--- config.mk ---
export PLATFORM = sky130hd
export DESIGN_NAME = oflow_match_top
export DESIGN_NICKNAME = d
export VERILOG_FILES = /design/src/design/oflow_core_pkg.sv /design/src/design/oflow_ctrl_pkg.sv /design/src/design/oflow_calc_min.sv /design/src/design/oflow_match_ctrl.sv /design/src/design/oflow_match_top.sv /design/src/design/oflow_pair_buffer.sv /design/src/design/oflow_pair_counter.sv /design/src/design/oflow_similarity_metric.sv
export SDC_FILE = /design/constraint.sdc
export NUM_CORES = 1
export LEC_CHECK = 0
export ABC_AREA = 1
export CAP_MARGIN = 40
export CORE_MARGIN = 5
export CORE_UTILIZATION = 55
export DETAILED_ROUTE_END_ITERATION = 10
export DONT_BUFFER_PORTS = 1
export HOLD_SLACK_MARGIN = 0.12
export PLACE_DENSITY = 0.7
export SYNTH_ARGS = -nofsm -noshare
export SYNTH_HDL_FRONTEND = slang
export SYNTH_HIERARCHICAL = 1
export SYNTH_SLANG_ARGS = --single-unit
--- constraint.sdc ---
create_clock -name clk -period 7.3 [get_ports clk]
set_clock_uncertainty 0.15 [all_clocks]
set_input_delay 0.73 -clock clk [delete_from_list [all_inputs] [get_ports clk]]
set_output_delay 0.73 -clock clk [all_outputs]
set_load 0.005 [all_outputs]
--- src/design/oflow_core_pkg.sv ---
package oflow_core_pkg;

	// ----------------------------------------
	// feature geometry
	// ----------------------------------------
	localparam int ELEM_W     = 8;  // one feature element
	localparam int FEAT_ELEMS = 4;  // elements per feature word

	// ----------------------------------------
	// data types
	// ----------------------------------------
	typedef logic [FEAT_ELEMS*ELEM_W-1:0] feat_t;  // packed feature, element 0 in low byte
	typedef logic [9:0]                   score_t; // sad, real max 4*255 = 1020
	typedef logic [7:0]                   id_t;    // candidate id
	typedef logic [7:0]                   pair_cnt_t; // pairs per job

	// cleared value of the min registers, above any real score
	localparam score_t MAX_SCORE = '1;

	// pair buffer depth, also the credit the sender starts with
	localparam int IN_CREDITS = 2;

endpackage

--- src/design/oflow_ctrl_pkg.sv ---
package oflow_ctrl_pkg;

	// ----------------------------------------
	// job controller
	// ----------------------------------------
	typedef enum logic [2:0] {
		idle_st,      // waiting for start
		wait_pair_st, // waiting for a pair in the buffer
		score_st,     // metrics hold the pair scores
		calc_min_st,  // min tracker merges the pair
		result_st     // waiting for a result credit
	} match_state_t;

	// result credits held, score board grants a few at most
	localparam int RES_CREDIT_W = 3;

endpackage

--- src/design/oflow_calc_min.sv ---
`timescale 1ns/1ps

module oflow_calc_min (
	input  logic                  clk,
	input  logic                  reset_N,
	input  logic                  start_score_calc, // new job, clear both
	input  logic                  start_calc_min,   // merge the current pair
	input  oflow_core_pkg::score_t score_0,
	input  oflow_core_pkg::score_t score_1,
	input  oflow_core_pkg::id_t    id_0,
	input  oflow_core_pkg::id_t    id_1,
	output oflow_core_pkg::score_t min_score_0, // best
	output oflow_core_pkg::id_t    min_id_0,
	output oflow_core_pkg::score_t min_score_1, // second best
	output oflow_core_pkg::id_t    min_id_1
);
	import oflow_core_pkg::*;

	score_t nx_score_0, nx_score_1;
	id_t    nx_id_0, nx_id_1;

	// ----------------------------------------
	// merge pair into best two
	// ----------------------------------------
	// strict less-than so older entries win ties
	always_comb begin
		nx_score_0 = min_score_0;
		nx_id_0    = min_id_0;
		nx_score_1 = min_score_1;
		nx_id_1    = min_id_1;

		// candidate 0 first
		if (score_0 < nx_score_0) begin
			nx_score_1 = nx_score_0; // old best drops to second
			nx_id_1    = nx_id_0;
			nx_score_0 = score_0;
			nx_id_0    = id_0;
		end else if (score_0 < nx_score_1) begin
			nx_score_1 = score_0;
			nx_id_1    = id_0;
		end

		// then candidate 1 against the updated pair
		if (score_1 < nx_score_0) begin
			nx_score_1 = nx_score_0;
			nx_id_1    = nx_id_0;
			nx_score_0 = score_1;
			nx_id_0    = id_1;
		end else if (score_1 < nx_score_1) begin
			nx_score_1 = score_1;
			nx_id_1    = id_1;
		end
	end

	always_ff @(posedge clk or negedge reset_N) begin
		if (!reset_N) begin
			min_score_0 <= MAX_SCORE;
			min_id_0    <= '0;
			min_score_1 <= MAX_SCORE;
			min_id_1    <= '0;
		end else if (start_score_calc) begin
			min_score_0 <= MAX_SCORE;
			min_id_0    <= '0;
			min_score_1 <= MAX_SCORE;
			min_id_1    <= '0;
		end else if (start_calc_min) begin
			min_score_0 <= nx_score_0;
			min_id_0    <= nx_id_0;
			min_score_1 <= nx_score_1;
			min_id_1    <= nx_id_1;
		end
	end

	// best never ranks behind second, across every job
	min_ordered: assert property (@(posedge clk) disable iff (!reset_N)
		min_score_0 <= min_score_1)
		else $error("min order broken %h > %h", min_score_0, min_score_1);

endmodule

--- src/design/oflow_match_ctrl.sv ---
`timescale 1ns/1ps

module oflow_match_ctrl (
	input  logic clk,
	input  logic reset_N,
	input  logic start,
	input  logic not_empty,
	input  logic last_pair,
	input  logic has_res_credit,
	output logic clear_job,    // latch job, clear min regs
	output logic pop,
	output logic load,         // metrics capture head pair
	output logic update,       // min tracker merge
	output logic result_valid, // also spends the credit
	output logic busy
);
	import oflow_ctrl_pkg::*;

	match_state_t state, next_state;

	always_ff @(posedge clk or negedge reset_N) begin
		if (!reset_N)
			state <= idle_st;
		else
			state <= next_state;
	end

	// ----------------------------------------
	// next state
	// ----------------------------------------
	always_comb begin
		next_state = state;
		case (state)
			idle_st:
				if (start)
					next_state = wait_pair_st;
			wait_pair_st:
				if (not_empty)
					next_state = score_st; // pair popped this cycle
			score_st:
				next_state = calc_min_st;
			calc_min_st:
				next_state = last_pair ? result_st : wait_pair_st;
			result_st:
				if (has_res_credit)
					next_state = idle_st;
			default:
				next_state = idle_st;
		endcase
	end

	// outputs straight from state
	assign clear_job    = (state == idle_st) && start;
	assign pop          = (state == wait_pair_st) && not_empty;
	assign load         = pop;  // head pair is valid in the pop cycle
	assign update       = (state == calc_min_st);
	assign result_valid = (state == result_st) && has_res_credit;
	assign busy         = (state != idle_st);

endmodule

--- src/design/oflow_match_top.sv ---
`timescale 1ns/1ps

module oflow_match_top (
	input  logic                     clk,
	input  logic                     reset_N,
	// job start
	input  logic                     start,
	input  oflow_core_pkg::feat_t     ref_feat,
	input  oflow_core_pkg::pair_cnt_t num_pairs,
	// candidate pairs
	input  logic                     cand_valid,
	input  oflow_core_pkg::feat_t     cand_feat_0,
	input  oflow_core_pkg::id_t       cand_id_0,
	input  oflow_core_pkg::feat_t     cand_feat_1,
	input  oflow_core_pkg::id_t       cand_id_1,
	output logic                     cand_credit,
	// score board side
	input  logic                     res_credit,
	output logic                     result_valid,
	output oflow_core_pkg::score_t    min_score_0,
	output oflow_core_pkg::id_t       min_id_0,
	output oflow_core_pkg::score_t    min_score_1,
	output oflow_core_pkg::id_t       min_id_1,
	output logic                     busy
);
	import oflow_core_pkg::*;

	feat_t  head_feat_0, head_feat_1;
	id_t    head_id_0, head_id_1;
	score_t score_0, score_1;
	id_t    score_id_0, score_id_1;
	logic   not_empty, last_pair, has_res_credit;
	logic   clear_job, pop, load, update;

	oflow_pair_buffer u_buf (
		.clk, .reset_N, .push(cand_valid), .pop,
		.feat_0(cand_feat_0), .feat_1(cand_feat_1), .id_0(cand_id_0), .id_1(cand_id_1),
		.head_feat_0, .head_feat_1, .head_id_0, .head_id_1,
		.not_empty, .credit_return(cand_credit)
	);

	// one metric per candidate of the pair
	oflow_similarity_metric u_metric_0 (
		.clk, .reset_N, .latch_ref(clear_job), .load, .ref_feat,
		.cand_feat(head_feat_0), .cand_id(head_id_0), .score(score_0), .score_id(score_id_0)
	);
	oflow_similarity_metric u_metric_1 (
		.clk, .reset_N, .latch_ref(clear_job), .load, .ref_feat,
		.cand_feat(head_feat_1), .cand_id(head_id_1), .score(score_1), .score_id(score_id_1)
	);

	oflow_calc_min u_calc_min (
		.clk, .reset_N, .start_score_calc(clear_job), .start_calc_min(update),
		.score_0, .score_1, .id_0(score_id_0), .id_1(score_id_1),
		.min_score_0, .min_id_0, .min_score_1, .min_id_1
	);

	oflow_pair_counter u_cnt (
		.clk, .reset_N, .clear(clear_job), .num_pairs, .pair_done(update),
		.res_credit, .res_spend(result_valid), .last_pair, .has_res_credit
	);

	oflow_match_ctrl u_ctrl (
		.clk, .reset_N, .start, .not_empty, .last_pair, .has_res_credit,
		.clear_job, .pop, .load, .update, .result_valid, .busy
	);

endmodule

--- src/design/oflow_pair_buffer.sv ---
`timescale 1ns/1ps

module oflow_pair_buffer (
	input  logic                 clk,
	input  logic                 reset_N,
	input  logic                 push,
	input  logic                 pop,
	input  oflow_core_pkg::feat_t feat_0,
	input  oflow_core_pkg::feat_t feat_1,
	input  oflow_core_pkg::id_t   id_0,
	input  oflow_core_pkg::id_t   id_1,
	output oflow_core_pkg::feat_t head_feat_0,
	output oflow_core_pkg::feat_t head_feat_1,
	output oflow_core_pkg::id_t   head_id_0,
	output oflow_core_pkg::id_t   head_id_1,
	output logic                 not_empty,
	output logic                 credit_return
);
	import oflow_core_pkg::*;

	localparam int PTR_W = (IN_CREDITS > 1) ? $clog2(IN_CREDITS) : 1;
	localparam int CNT_W = $clog2(IN_CREDITS + 1);

	feat_t mem_feat_0 [IN_CREDITS]; // pair storage
	feat_t mem_feat_1 [IN_CREDITS];
	id_t   mem_id_0   [IN_CREDITS];
	id_t   mem_id_1   [IN_CREDITS];

	logic [PTR_W-1:0] wr_ptr, rd_ptr;
	logic [CNT_W-1:0] fill;  // entries held
	logic             full;
	logic             pop_ok;

	assign full      = (fill == CNT_W'(IN_CREDITS));
	assign not_empty = (fill != '0);
	assign pop_ok    = pop && not_empty;

	// write side, no reset on storage
	always_ff @(posedge clk) begin
		if (push) begin
			mem_feat_0[wr_ptr] <= feat_0;
			mem_feat_1[wr_ptr] <= feat_1;
			mem_id_0[wr_ptr]   <= id_0;
			mem_id_1[wr_ptr]   <= id_1;
		end
	end

	always_ff @(posedge clk or negedge reset_N) begin
		if (!reset_N) begin
			wr_ptr <= '0;
			rd_ptr <= '0;
			fill   <= '0;
		end else begin
			if (push)
				wr_ptr <= (wr_ptr == PTR_W'(IN_CREDITS - 1)) ? '0 : wr_ptr + 1'b1;
			if (pop_ok)
				rd_ptr <= (rd_ptr == PTR_W'(IN_CREDITS - 1)) ? '0 : rd_ptr + 1'b1;
			case ({push, pop_ok})
				2'b10:   fill <= fill + 1'b1;
				2'b01:   fill <= fill - 1'b1;
				default: fill <= fill; // idle or push+pop
			endcase
		end
	end

	assign head_feat_0   = mem_feat_0[rd_ptr];
	assign head_feat_1   = mem_feat_1[rd_ptr];
	assign head_id_0     = mem_id_0[rd_ptr];
	assign head_id_1     = mem_id_1[rd_ptr];
	assign credit_return = pop_ok; // one credit back per pair removed

	// sender must hold a credit for every push
	push_not_full: assert property (@(posedge clk) disable iff (!reset_N) push |-> !full)
		else $error("pair buffer push while full");

endmodule

--- src/design/oflow_pair_counter.sv ---
`timescale 1ns/1ps

module oflow_pair_counter (
	input  logic                     clk,
	input  logic                     reset_N,
	input  logic                     clear,     // job start
	input  oflow_core_pkg::pair_cnt_t num_pairs,
	input  logic                     pair_done, // min tracker update
	input  logic                     res_credit,
	input  logic                     res_spend,
	output logic                     last_pair,
	output logic                     has_res_credit
);
	import oflow_core_pkg::*;
	import oflow_ctrl_pkg::*;

	pair_cnt_t               num_q;    // job length
	pair_cnt_t               done_cnt; // pairs merged so far
	logic [RES_CREDIT_W-1:0] res_cnt;  // result credits held

	always_ff @(posedge clk) begin
		if (clear)
			num_q <= num_pairs;
	end

	always_ff @(posedge clk or negedge reset_N) begin
		if (!reset_N)
			done_cnt <= '0;
		else if (clear)
			done_cnt <= '0;
		else if (pair_done)
			done_cnt <= done_cnt + 1'b1;
	end

	assign last_pair = (done_cnt == num_q - 1'b1); // pair under update is final

	// ----------------------------------------
	// result credits
	// ----------------------------------------
	always_ff @(posedge clk or negedge reset_N) begin
		if (!reset_N)
			res_cnt <= '0;
		else
			res_cnt <= res_cnt + RES_CREDIT_W'(res_credit) - RES_CREDIT_W'(res_spend);
	end

	assign has_res_credit = (res_cnt != '0);

	// a result is only emitted against a held credit
	res_no_underflow: assert property (@(posedge clk) disable iff (!reset_N)
		res_spend |-> (res_cnt != '0))
		else $error("result credit underflow");

endmodule

--- src/design/oflow_similarity_metric.sv ---
`timescale 1ns/1ps

module oflow_similarity_metric (
	input  logic                  clk,
	input  logic                  reset_N,
	input  logic                  latch_ref, // job start, capture reference
	input  logic                  load,
	input  oflow_core_pkg::feat_t  ref_feat,
	input  oflow_core_pkg::feat_t  cand_feat,
	input  oflow_core_pkg::id_t    cand_id,
	output oflow_core_pkg::score_t score,
	output oflow_core_pkg::id_t    score_id
);
	import oflow_core_pkg::*;

	feat_t             ref_q;  // reference for the whole job
	score_t            sad;
	logic [ELEM_W-1:0] elem_r, elem_c, elem_d;

	always_ff @(posedge clk) begin
		if (latch_ref)
			ref_q <= ref_feat;
	end

	// ----------------------------------------
	// sum of absolute differences
	// ----------------------------------------
	always_comb begin
		sad    = '0;
		elem_r = '0;
		elem_c = '0;
		elem_d = '0;
		for (int i = 0; i < FEAT_ELEMS; i++) begin
			elem_r = ref_q[i*ELEM_W +: ELEM_W];
			elem_c = cand_feat[i*ELEM_W +: ELEM_W];
			elem_d = (elem_r > elem_c) ? elem_r - elem_c : elem_c - elem_r; // |r - c|
			sad    = sad + score_t'(elem_d);
		end
	end

	// score and id travel together into the min tracker
	always_ff @(posedge clk or negedge reset_N) begin
		if (!reset_N) begin
			score    <= '0;
			score_id <= '0;
		end else if (load) begin
			score    <= sad;
			score_id <= cand_id;
		end
	end

endmodule

== Yosys cells after proc, flatten, opt, wreduce, memory -nomap -nowiden ==
Memories as Yosys holds them, arrays and structs flattened. A register that Yosys moved wholly into a read port is not among the register bits.
Cells that the tools add are included.

* Flip-flop bits (word level): 114
* RAM bits: 160
* Output and inout bits: 39
* Word-level logic and storage cells: 125
* Memories kept: 4

{| class="wikitable"
|+ Memories
! name !! depth !! width !! read ports !! clocked after memory_dff !! wr ports !! line !! source
|-
| u_buf.mem_feat_0 || 2 || 32 || 1 || 0 || 1 || oflow_pair_buffer.sv:24 || <nowiki>feat_t mem_feat_0 [IN_CREDITS];</nowiki>
|-
| u_buf.mem_feat_1 || 2 || 32 || 1 || 0 || 1 || oflow_pair_buffer.sv:25 || <nowiki>feat_t mem_feat_1 [IN_CREDITS];</nowiki>
|-
| u_buf.mem_id_0 || 2 || 8 || 1 || 1 || 1 || oflow_pair_buffer.sv:26 || <nowiki>id_t mem_id_0 [IN_CREDITS];</nowiki>
|-
| u_buf.mem_id_1 || 2 || 8 || 1 || 1 || 1 || oflow_pair_buffer.sv:27 || <nowiki>id_t mem_id_1 [IN_CREDITS];</nowiki>
|}

* Add/sub/neg operators: 30
* Order comparisons: 12
* Equal/unequal tests: 10
* Muxes and demuxes: 40
* Reduce and logical (&&, ||, !) cells: 15

{| class="wikitable"
|+ Operators by type and width
! cell !! count
|-
| 8-bit 2-to-1 mux || 20
|-
| 8-bit subtractor || 16
|-
| 10-bit 2-to-1 mux || 10
|-
| 8-bit greater-than comparator || 8
|-
| 10-bit by 8-bit adder with 10-bit output || 4
|-
| 10-bit < comparator || 4
|-
| 8-bit by 8-bit adder with 9-bit output || 2
|-
| 3-bit one-hot mux with 5 select lines || 1
|-
| 3-bit 2-to-1 mux || 4
|-
| 8-bit by 1-bit adder with 8-bit output (second input constant) || 1
|-
| 8-bit == test || 1
|-
| 8-bit by 1-bit subtractor with 8-bit output (second input constant) || 1
|-
| 3-bit by 2-bit == test with 1-bit output (second input constant) || 2
|-
| 2-bit nonzero test || 3
|-
| 3-bit nonzero test || 2
|-
| 5-bit nonzero test || 1
|-
| 1-bit logical AND || 4
|-
| 1-bit 2-to-1 mux || 4
|-
| 2-bit inequality test (second input constant) || 2
|-
| 2-bit one-hot mux with 2 select lines || 1
|-
| 3-bit by 1-bit adder with 3-bit output || 1
|-
| 3-bit by 1-bit == test with 1-bit output (second input constant) || 1
|-
| 3-bit == test (second input constant) || 1
|-
| 3-bit zero test || 1
|-
| other kinds (10) || 12
|}

== Longest topological paths before layout ==
Gate-level depths: netlist of run 1.

* Depth in word-level cells: 8
* Gate-level depth with buffers: 30
* Gate-level depth less buffers: 27

== Hierarchy ==
Netlist of run 1, hierarchy kept.

{| class="wikitable"
|+ By module, submodules not included
! module !! times used !! cells each !! area each (sq um) !! seq. area each (sq um)
|-
| oflow_pair_buffer || 1 || 445 || 6068.3 || 4904.7
|-
| oflow_similarity_metric at u_metric_0 || 1 || 841 || 5778.0 || 1411.4
|-
| oflow_similarity_metric at u_metric_1 || 1 || 810 || 5713.0 || 1411.4
|-
| oflow_calc_min || 1 || 526 || 3666.0 || 925.9
|-
| oflow_pair_counter || 1 || 135 || 1099.8 || 515.5
|-
| oflow_match_ctrl || 1 || 34 || 229.0 || 75.1
|}

== Worst setup path after synthesis of run 1 ==
Ideal clock, no wire load.

* Path type: in2reg
* Start point: input port start
* End point: register u_calc_min.min_score_0[8]
* Library setup time: 0.078 ns
* Data arrival time: 5.437 ns
* Required time: 7.072 ns
* Slack: 1.636 ns
* Cell stages on the path: 8
* Cells stage by stage: inv_1 nor2_1 nor2_1 nor2_1 clkbuf_1 o21ai_0 o22ai_1 inv_1

* Cells in the longest elaborated chain, start to end: 2
* Elaborated cells on any way between the ends: 3

{| class="wikitable"
|+ Ends and longest elaborated chain
! what !! line !! source
|-
| start: declaration || oflow_match_top.sv:7 || <nowiki>input logic start,</nowiki>
|-
| 1-bit logical AND * || oflow_match_ctrl.sv:53 || <nowiki>assign clear_job = (state == idle_st) && start;</nowiki>
|-
| named net clear_job || oflow_match_top.sv:33 || <nowiki>logic clear_job, pop, load, update;</nowiki>
|-
| 10-bit 2-to-1 mux or 2-bit nonzero test (tied branches) || - ||
|-
| end signal: assignment || oflow_calc_min.sv:67 || <nowiki>min_score_0 <= nx_score_0;</nowiki>
|-
| end: declaration || oflow_calc_min.sv:12 || <nowiki>output oflow_core_pkg::score_t min_score_0,</nowiki>
|}

Mark *: on every way through the listed nets, which the timed path passes. The rest lies on a longest branch.
A chain may end at the register's enable or synchronous reset.

== Final worst setup path of run 1 ==
* Start point: register u_buf.rd_ptr
* End point: register u_metric_1.score[7]

* Elaborated cells on any way between the ends: 20

{| class="wikitable"
|+ RTL lines
! what !! line !! source
|-
| start: declaration || oflow_pair_buffer.sv:29 || <nowiki>logic [PTR_W-1:0] wr_ptr, rd_ptr;</nowiki>
|-
| start signal: assignment || oflow_pair_buffer.sv:57 || <nowiki>rd_ptr <= (rd_ptr == PTR_W'(IN_CREDITS - 1)) ? '0 : rd_ptr + 1'b1;</nowiki>
|-
| memory 2 x 32 bit * || - ||
|-
| named net head_feat_1[25] || oflow_match_top.sv:28 || <nowiki>feat_t head_feat_0, head_feat_1;</nowiki>
|-
| 8-bit subtractor or 8-bit greater-than comparator (tied branches) || oflow_similarity_metric.sv:36 || <nowiki>elem_d = (elem_r > elem_c) ? elem_r - elem_c : elem_c - elem_r;</nowiki>
|-
| 8-bit 2-to-1 mux * || oflow_similarity_metric.sv:36 ||
|-
| 10-bit by 8-bit adder with 10-bit output * || oflow_similarity_metric.sv:37 || <nowiki>sad = sad + score_t'(elem_d);</nowiki>
|-
| end signal: assignment || oflow_similarity_metric.sv:44 || <nowiki>score <= '0;</nowiki>
|-
| end signal: assignment || oflow_similarity_metric.sv:47 || <nowiki>score <= sad;</nowiki>
|-
| end: declaration || oflow_similarity_metric.sv:11 || <nowiki>output oflow_core_pkg::score_t score,</nowiki>
|}

Marked as above.

==> results.sh, run 1 <==
export IMPL_ctsLongestPathBuffers=3
export IMPL_cts_tree="built"
export IMPL_nets=3249
export IMPL_grt_max_degree=91
export IMPL_mostFrequentLayoutCells="nand2_1 (1,022), inv_1 (493), edfxtp_1 (232)"
export IMPL_final_util_pct=62.5
export IMPL_syn_area_um2=22600
export IMPL_worstMarginPinSlew_ns=0.854
export IMPL_ys_ff_latch=322
export IMPL_drc=0
export IMPL_netlist_area_leader_share_pct=30.9
export IMPL_rows=74
export IMPL_cts_sinks=322
export IMPL_ys_seq_area_share_pct=41.0
export IMPL_holdPathStages=1
export IMPL_vias_per_cell=5.24
export IMPL_syn_inst=2791
export IMPL_ant_nets=0
export IMPL_finalWirelength_um=58200
export IMPL_status="finished, final reports clean"
export IMPL_syn_to_final_growth_pct=12.9
export IMPL_final_hold_viol_count=0
export IMPL_worst_hold_slack_ns=0.159
export IMPL_num_fill_cells=3481
export IMPL_dp_cells=3265
export IMPL_r2r_setup_slack_ns=1.53
export IMPL_min_from="res_credit"
export IMPL_clock_latency_ns=0.56
export IMPL_rr_worst_depth=26
export IMPL_synth_enable_flop_cells=232
export IMPL_slew_headroom_pct=43.1
export IMPL_required_ns=7.59
export IMPL_die_h_um=213
export IMPL_antenna_found_initial=5
export IMPL_dr_pass1_iters=5
export IMPL_cp_end_kind="register"
export IMPL_cap_violations=0
export IMPL_synth_fp_nets=3144
export IMPL_drv_slew=0
export IMPL_netlist_top_cells_area="edfxtp_1 (31%), nand2_1 (17%), ha_1 (9.9%)"
export IMPL_syn_avg_cell_area_um2=8.08
export IMPL_fp_dieW_um=213
export IMPL_drt_wirelength_per_cell_um=16.8
export IMPL_root_buffer="clkbuf_16"
export IMPL_drtIter0Drc=1257
export IMPL_io_pins=164
export IMPL_crit_type="register to register"
export IMPL_drive_gt1_share_pct=7.42
export IMPL_dieArea_um2=45200
export IMPL_grt_pass1_wl_um=93300
export IMPL_hpwl_um=42400
export IMPL_min_to="u_cnt/res_cnt[0]"
export IMPL_core_um2=40700
export IMPL_setup_tns_ns=0
export IMPL_post_cts_buffers=0
export IMPL_ys_types=53
export IMPL_async_flop_share_pct=28.0
export IMPL_initial_core_util_pct=55.4
export IMPL_cts_resized=0
export IMPL_rsz0062_at_grt="false"
export IMPL_finalSetupViolCount=0
export IMPL_holdBufCountCts=123
export IMPL_cts_made_buffers=38
export IMPL_fin_cells=3463
export IMPL_hold_path_class="input port to register"
export IMPL_cts_clk_slew_worst_paths_ns=0.06
export IMPL_fmax_ghz=0.173
export IMPL_grt_overflow_total=0
export IMPL_r2r_end="u_metric_1/score[7]"
export IMPL_synth_top_area_cell="edfxtp_1"
export IMPL_port_buffers=0
export IMPL_grt_pass1_vias=18300
export IMPL_cp_max_fo=81
export IMPL_dr_total_vias=18100
export IMPL_final_common_cell="nand2_1"
export IMPL_track_usage_pct=25.9
export IMPL_period_share_pct=79.1
export IMPL_yosys_warnings=6
export IMPL_synth_flop_cell="edfxtp_1"
export IMPL_cts_max_level=2
export IMPL_worstReg2RegStart="u_buf/rd_ptr"
export IMPL_critPathLaunchType="register"
export IMPL_period_needed_ns=5.77
export IMPL_gp_congestion=0.918
export IMPL_worstPathArrival_ns=6.07
-- worst max-delay path: stages (launching register included) --
cell,delay [ns]
dfrtp_2,0.61
inv_6,0.63
nand2_1,0.10
nand2_1,0.17
inv_1,0.10
fa_1,0.48
nand3_1,0.09
nand3_1,0.11
nand2_1,0.08
nand2_1,0.05
nand2_1,0.32
inv_1,0.15
nand2_1,0.09
nand2_1,0.06
fa_1,0.50
fa_1,0.50
ha_1,0.17
inv_1,0.06
fa_1,0.42
inv_1,0.09
nand2_1,0.07
a21oi_1,0.21
nand2_1,0.11
nand2_1,0.09
nand2_1,0.06
nand3_1,0.06
nand2_1,0.05
-- kinds of logic after synthesis --
logic type	Yosys count	share of synthesized area, %
flip-flops	322	41.0
adder cells (fa/ha/maj)	228	14.3
AO/OA/AOI/OAI	222	5.73
XOR/XNOR	56	2.17
AND/OR/NAND/NOR	1387	26.3
buffers and inverters	576	10.6
-- worst max-delay path by stage --
stage | from | endpoint | slack [ns] | cells after the start
2_1_floorplan | start | u_calc_min/min_score_0[8] | 1.64 | 8
3_3_place_gp | u_buf/rd_ptr | u_metric_1/score[7] | 1.66 | 27
3_5_place_dp | u_buf/rd_ptr | u_metric_1/score[7] | 1.56 | 27
4_1_cts | u_buf/rd_ptr | u_metric_1/score[7] | 1.54 | 27
5_1_grt | u_buf/rd_ptr | u_metric_1/score[7] | 1.08 | 27
6_report | u_buf/rd_ptr | u_metric_1/score[7] | 1.53 | 26
-- metal layers --
| layer | GRT usage, % | wire length [um] | up-vias |
|---|---|---|---|
| met1 | 31.9 | 23900 | 8492 |
| met2 | 45.6 | 28600 | 531 |
| met3 | 4.44 | 3590 | 120 |
| met5 | 0 | 11 | - |
| li1 | - | - | 8984 |
| met4 | 9.91 | 2100 | 2 |
-- flip-flops by register name (all words and copies together), names as in the netlist --
register	count
u_metric_1/score_id	8
u_buf/wr_ptr	1
u_buf/fill	2
u_metric_1/score	10
u_calc_min/min_id_1	8
u_calc_min/min_score_0	10
u_calc_min/min_id_0	8
u_ctrl/state	3
u_metric_0/score	10
u_cnt/done_cnt	8
u_cnt/num_q	8
u_metric_0/score_id	8
u_buf/mem_feat_0	64
u_cnt/res_cnt	3
u_metric_0/ref_q	32
u_buf/rd_ptr	1
u_buf/mem_feat_1	64
u_calc_min/min_score_1	10
u_buf/mem_id_0	16
u_buf/mem_id_1	16
u_metric_1/ref_q	32
-- Yosys cell counts (all sizes together), types with 19 or more instances --
library cell / n
buf: 49
nand4: 28
clkbuf: 20
xor2: 37
ha: 179
dfstp: 20
nand2: 1043
nand3: 196
inv: 506
o21ai: 103
fa: 49
edfxtp: 232
a21oi: 91
nor2: 91
dfrtp: 70
xnor2: 19
-- metrics by stage --
step	setup WS, ns	instance area, um2
after floorplan	1.64	22600
after global placement	1.66	22800
after detailed placement	1.56	22900
after CTS	1.54	25500
after global routing	1.08	25500
final	1.53	25500
-- layout make-up --
cell class	count	area (um2)	area share, %
diodes	5	12.5	0.0491
clock buffers	44	983	3.86
multi-input cells	1893	10900	43.0
clock inverters	26	313	1.23
well taps	532	666	2.61
inverters	507	1920	7.53
repair buffers	134	1390	5.46
flip-flops and latches	322	9250	36.3
Power of run 1 is not shown: default switching activity piles up to over one toggle a cycle in this logic, so the estimate is an artifact.
==> run 2: changes to the inputs <==
PLACE_DENSITY = 0.73   (was 0.7)
clock period = 4.8 ns   (was 7.3 ns; I/O delays follow)
==> run 2 against run 1 <==
Effect of this change:
- critical path depth did not move
- non-clock buffer count increased by 107
- sequential cell count stayed put
- global-route usage up 1.0 points
- count of clock-buffer cells in the layout increased by 3
- critical path type unchanged
- largest cell class unchanged
- highest routed layer is now met4
==> results.sh, run 2 (synthesized netlist as in run 1, its figures left out) <==
export IMPL_status="finished, final reports clean"
export IMPL_core_um2=40700
export IMPL_vias_per_cell=5.40
export IMPL_fin_area_um2=27300
export IMPL_cp_max_fo=8
export IMPL_drtIter0Drc=1626
export IMPL_r2r_end="u_metric_0/score[9]"
export IMPL_port_buffers=0
export IMPL_io_pins=164
export IMPL_setup_ws_ns=0.00915
export IMPL_clock_latency_ns=0.55
export IMPL_drc=0
export IMPL_critPathMaxStageDelay_ns=0.58
export IMPL_cts_max_level=2
export IMPL_holdPathStages=4
export IMPL_initial_core_util_pct=55.4
export IMPL_period_needed_ns=4.79
export IMPL_drt_wirelength_per_cell_um=18.5
export IMPL_grt_pass1_wl_um=96500
export IMPL_dr_pass1_iters=6
export IMPL_final_util_pct=67.0
export IMPL_wl_met2_um=32500
export IMPL_cts_made_buffers=35
export IMPL_mostFrequentLayoutCells="nand2_1 (955), inv_1 (472), edfxtp_1 (232)"
export IMPL_preCtsSetupSlack_ns=-0.0603
export IMPL_hpwl_um=43800
export IMPL_cp_slowest_cell="dfrtp_4"
export IMPL_gp_congestion=0.956
export IMPL_fmax_ghz=0.209
export IMPL_drv_slew=0
export IMPL_finalWirelength_um=66000
export IMPL_grt_pass1_vias=19000
export IMPL_crit_type="register to register"
export IMPL_r2r_setup_slack_ns=0.009
export IMPL_reg_top3="u_buf/mem_feat_0 (64), u_buf/mem_feat_1 (64)"
export IMPL_cp_endpoint="u_metric_0/score[9]"
export IMPL_slew_headroom_pct=40.2
export IMPL_ctsLongestPathBuffers=3
export IMPL_finalSetupViolCount=0
export IMPL_die_h_um=213
export IMPL_syn_to_final_growth_pct=21.1
export IMPL_root_buffer="clkbuf_16"
export IMPL_grt_max_degree=91
export IMPL_postPlaceCellArea_um2=23400
export IMPL_rows=74
export IMPL_hold_path_class="input port to register"
export IMPL_dieArea_um2=45200
export IMPL_top_layer="met4"
export IMPL_worstPathArrival_ns=5.13
export IMPL_track_usage_pct=26.9
export IMPL_worstMarginPinSlew_ns=0.897
export IMPL_final_common_cell="nand2_1"
export IMPL_critPathLaunchType="register"
export IMPL_nets=3355
export IMPL_cts_tree="built"
export IMPL_worstReg2RegStart="u_buf/rd_ptr"
export IMPL_ant_nets=0
export IMPL_cap_violations=0
export IMPL_cp_end_kind="register"
export IMPL_grt_overflow_total=0
export IMPL_fp_dieW_um=213
export IMPL_crit_start="u_buf/rd_ptr"
export IMPL_dr_total_vias=19200
export IMPL_wl_met3_um=4800
export IMPL_cts_clk_slew_worst_paths_ns=0.06
export IMPL_final_hold_viol_count=0
export IMPL_crit_top_cell="nand2_2"
export IMPL_required_ns=5.14
export IMPL_rr_worst_depth=26
export IMPL_met1_length_um=25000
export IMPL_antenna_found_initial=4
export IMPL_crit_cells=26
export IMPL_crit_buf_inv=6
export IMPL_cp_top_family="adder cells"
export IMPL_cts_sinks=322
export IMPL_period_share_pct=99.8
export IMPL_drive_gt1_share_pct=16.0
[run 2: cell types whose count changed in the layout (fill, tap and decap cells not counted), moves of 10 or more]
cell     change
buf_4       +84
nand2_1     -67
nand2_2     +59
ha_1        -43
ha_4        +34
inv_1       -21
inv_2       +19
nand3_1     -13
nand3_2     +13
fa_1        -10
fa_2        +10
[run 2: cell type report]
class                   count  area, um2
fillers                  3153      13400
multi-input cells        1893      11800
flip-flops and latches    322       9250
repair buffers            241       2460
inverters                 507       1930
clock buffers              47        963
well taps                 532        666
clock inverters            17        253
repair inverters            2       31.3
diodes                      4       10.0
[run 2: worst min path at each step]
stage,from,end,slack [ns]
floorplan,reset_N,u_buf/fill[0],0.03
global placement,reset_N,u_cnt/done_cnt[4],0.04
detailed placement,reset_N,u_cnt/done_cnt[4],0.04
CTS,start,u_ctrl/state[0],0.13
global route,cand_valid,u_buf/fill[0],0.17
finish,start,u_ctrl/state[0],0.15
[run 2: repair_timing]
item / in CTS / in global routing
pin swaps: 0 / 66
buffers inserted: 4 / 35
cloned: 3 / 8
gates resized for setup: 4 / 211
hold endpoints to repair: 324 / 0
hold buffers: 124 / 0
endpoints found under the setup margin: 6 / 12
[run 2: tightest hold or removal path: stages]
cell and delay (ns):
inv_1 0.07, nand3_2 0.10, nand2_1 0.05, o21bai_1 0.11
[run 2: per-layer routing]
metal / up-vias / global-route usage [%]
met4: 0 / 10.7
met5: - / 0
met1: 9022 / 33.1
met2: 826 / 47.5
met3: 200 / 4.34
li1: 9200 / -
[run 2: metrics by stage]
step                      std cells  hold WS (ns)  TNS, ns
after floorplan                2791        0.0344        0
after global placement         3320        0.0368        0
after detailed placement       3323        0.0370   -0.215
after CTS                      3518         0.130        0
after global routing           3565         0.165   -0.932
final                          3565         0.149        0
Power of run 2 is left out for the same reason.
==> run 3: changes to the inputs <==
RECOVER_POWER = 25   (was unset)
clock period = 4 ns   (was 4.8 ns; I/O delays follow)
==> run 3 against run 2 <==
Effect of this change:
- the run now ends with setup timing left
- hold slack better by 0.15 ns
- design area rose by 7.5%
- global-route usage up 1.3 points
- non-clock buffer count is 242 higher
- worst setup slack got worse by 0.65 ns
- sequential share of layout area fell by 2.4 points
- first-iteration DRC count shrank 11%
- sequential cell count unchanged
- critical path depth is 4 higher
- via count grew 4.4%
- critical endpoint is now u_metric_1/score[7]
==> results.sh, run 3 (synthesized netlist as in run 1, its figures left out) <==
export IMPL_cts_tree="built"
export IMPL_gp_congestion=0.929
export IMPL_cts_clk_slew_worst_paths_ns=0.08
export IMPL_crit_cells=30
export IMPL_mostFrequentLayoutCells="nand2_1 (927), inv_1 (446), buf_4 (323)"
export IMPL_critPathMaxStageDelay_ns=0.56
export IMPL_cp_end_kind="register"
export IMPL_rows=74
export IMPL_drt_wirelength_per_cell_um=17.6
export IMPL_track_usage_pct=28.2
export IMPL_crit_buf_inv=9
export IMPL_rsz0062_at_grt="true"
export IMPL_ctsLongestPathBuffers=3
export IMPL_drive_gt1_share_pct=24.5
export IMPL_initial_core_util_pct=55.4
export IMPL_dr_pass1_iters=6
export IMPL_hold_path_class="input port to asynchronous set/reset pin"
export IMPL_die_h_um=213
export IMPL_nets=3598
export IMPL_grt_max_degree=91
export IMPL_cts_sinks=322
export IMPL_cap_violations=0
export IMPL_worstReg2RegStart="u_buf/rd_ptr"
export IMPL_drtIter0Drc=1444
export IMPL_period_share_pct=116
export IMPL_drc=0
export IMPL_fmax_ghz=0.215
export IMPL_grt_overflow_total=0
export IMPL_final_common_cell="nand2_1"
export IMPL_drv_slew=0
export IMPL_vias_per_cell=5.28
export IMPL_postPlaceCellArea_um2=25300
export IMPL_fp_dieW_um=213
export IMPL_required_ns=4.30
export IMPL_antenna_found_initial=3
export IMPL_setup_ws_ns=-0.641
export IMPL_crit_type="register to register"
export IMPL_grt_pass1_vias=19700
export IMPL_dr_total_vias=20100
export IMPL_reg_top3="u_buf/mem_feat_0 (64), u_buf/mem_feat_1 (64)"
export IMPL_syn_to_final_growth_pct=30.2
export IMPL_grt_pass1_wl_um=101000
export IMPL_worstPathArrival_ns=4.95
export IMPL_cts_made_buffers=37
export IMPL_critPathLaunchType="register"
export IMPL_violations="setup timing"
export IMPL_cp_slowest_cell="fa_1"
export IMPL_period_needed_ns=4.64
export IMPL_dieArea_um2=45200
export IMPL_crit_top_cell="nand2_2"
export IMPL_setup_tns_ns=-8.32
export IMPL_finalSetupViolCount=16
export IMPL_cp_max_fo=7
export IMPL_slew_headroom_pct=44.5
export IMPL_core_um2=40700
export IMPL_root_buffer="clkbuf_16"
export IMPL_r2r_setup_slack_ns=-0.64
export IMPL_clock_latency_ns=0.57
export IMPL_cp_top_family="adder cells"
export IMPL_r2r_end="u_metric_1/score[7]"
export IMPL_cts_max_level=2
export IMPL_port_buffers=0
export IMPL_fin_area_um2=29400
export IMPL_finalWirelength_um=67000
export IMPL_hpwl_um=46800
export IMPL_io_pins=164
export IMPL_final_hold_viol_count=0
export IMPL_status="complete, but fails checks"
export IMPL_worstMarginPinSlew_ns=0.832
export IMPL_ant_nets=0
export IMPL_rr_worst_depth=30
## run 3: how the worst max path moves through the flow
stage                             from             endpoint
after floorplan           u_buf/rd_ptr  u_metric_1/score[7]
after global placement    u_buf/rd_ptr  u_metric_0/score[7]
after detailed placement  u_buf/rd_ptr  u_metric_0/score[7]
after CTS                 u_buf/rd_ptr  u_metric_0/score[7]
after global routing      u_buf/rd_ptr  u_metric_0/score[7]
final                     u_buf/rd_ptr  u_metric_1/score[7]
## run 3: what timing repair did
action | CTS | global route
buffers inserted | 14 | 38
pin swaps | 11 | 71
cloned | 2 | 3
endpoints found under the hold margin | 329 | 0
resized for setup | 56 | 213
hold buffers | 125 | 0
endpoints found under the setup margin | 16 | 51
## run 3: through the flow
step | hold slack [ns] | std cells | util, % | setup slack, ns
floorplan | -0.0456 | 2791 | - | -0.310
detailed placement | -0.0432 | 3557 | 62.1 | -0.609
global route | 0.310 | 3806 | 72.1 | -0.857
finish | 0.294 | 3806 | 72.1 | -0.641
CTS | 0.301 | 3764 | 69.4 | -0.533
global placement | -0.0433 | 3557 | 62.1 | -0.514
## run 3: worst register-to-register path: cells and delay by family, from the launching register on
kind	cells	cell delay, ns
AO/OA/AOI/OAI	1	0.14
adder cells (fa/ha/maj)	5	1.98
buffers and inverters	9	0.82
flip-flops	1	0.43
AND/OR/NAND/NOR	15	1.00
## run 3: layout make-up
type,count,area [um2]
repair inverters,1,8.76
well taps,532,666
inverters,507,1940
repair buffers,483,4190
diodes,2,5.00
fillers,2925,11400
flip-flops and latches,322,9250
multi-input cells,1893,12000
clock inverters,22,253
clock buffers,44,1010
## run 3: per-layer routing
metal | GRT usage [%] | vias to the layer above | share of wire, %
met5 | 0 | - | 0
met4 | 7.77 | 0 | 3.1
met3 | 4.97 | 176 | 6.6
met2 | 50.1 | 752 | 50
met1 | 35.5 | 9466 | 40
li1 | - | 9701 | -
Power of run 3 is left out for the same reason.
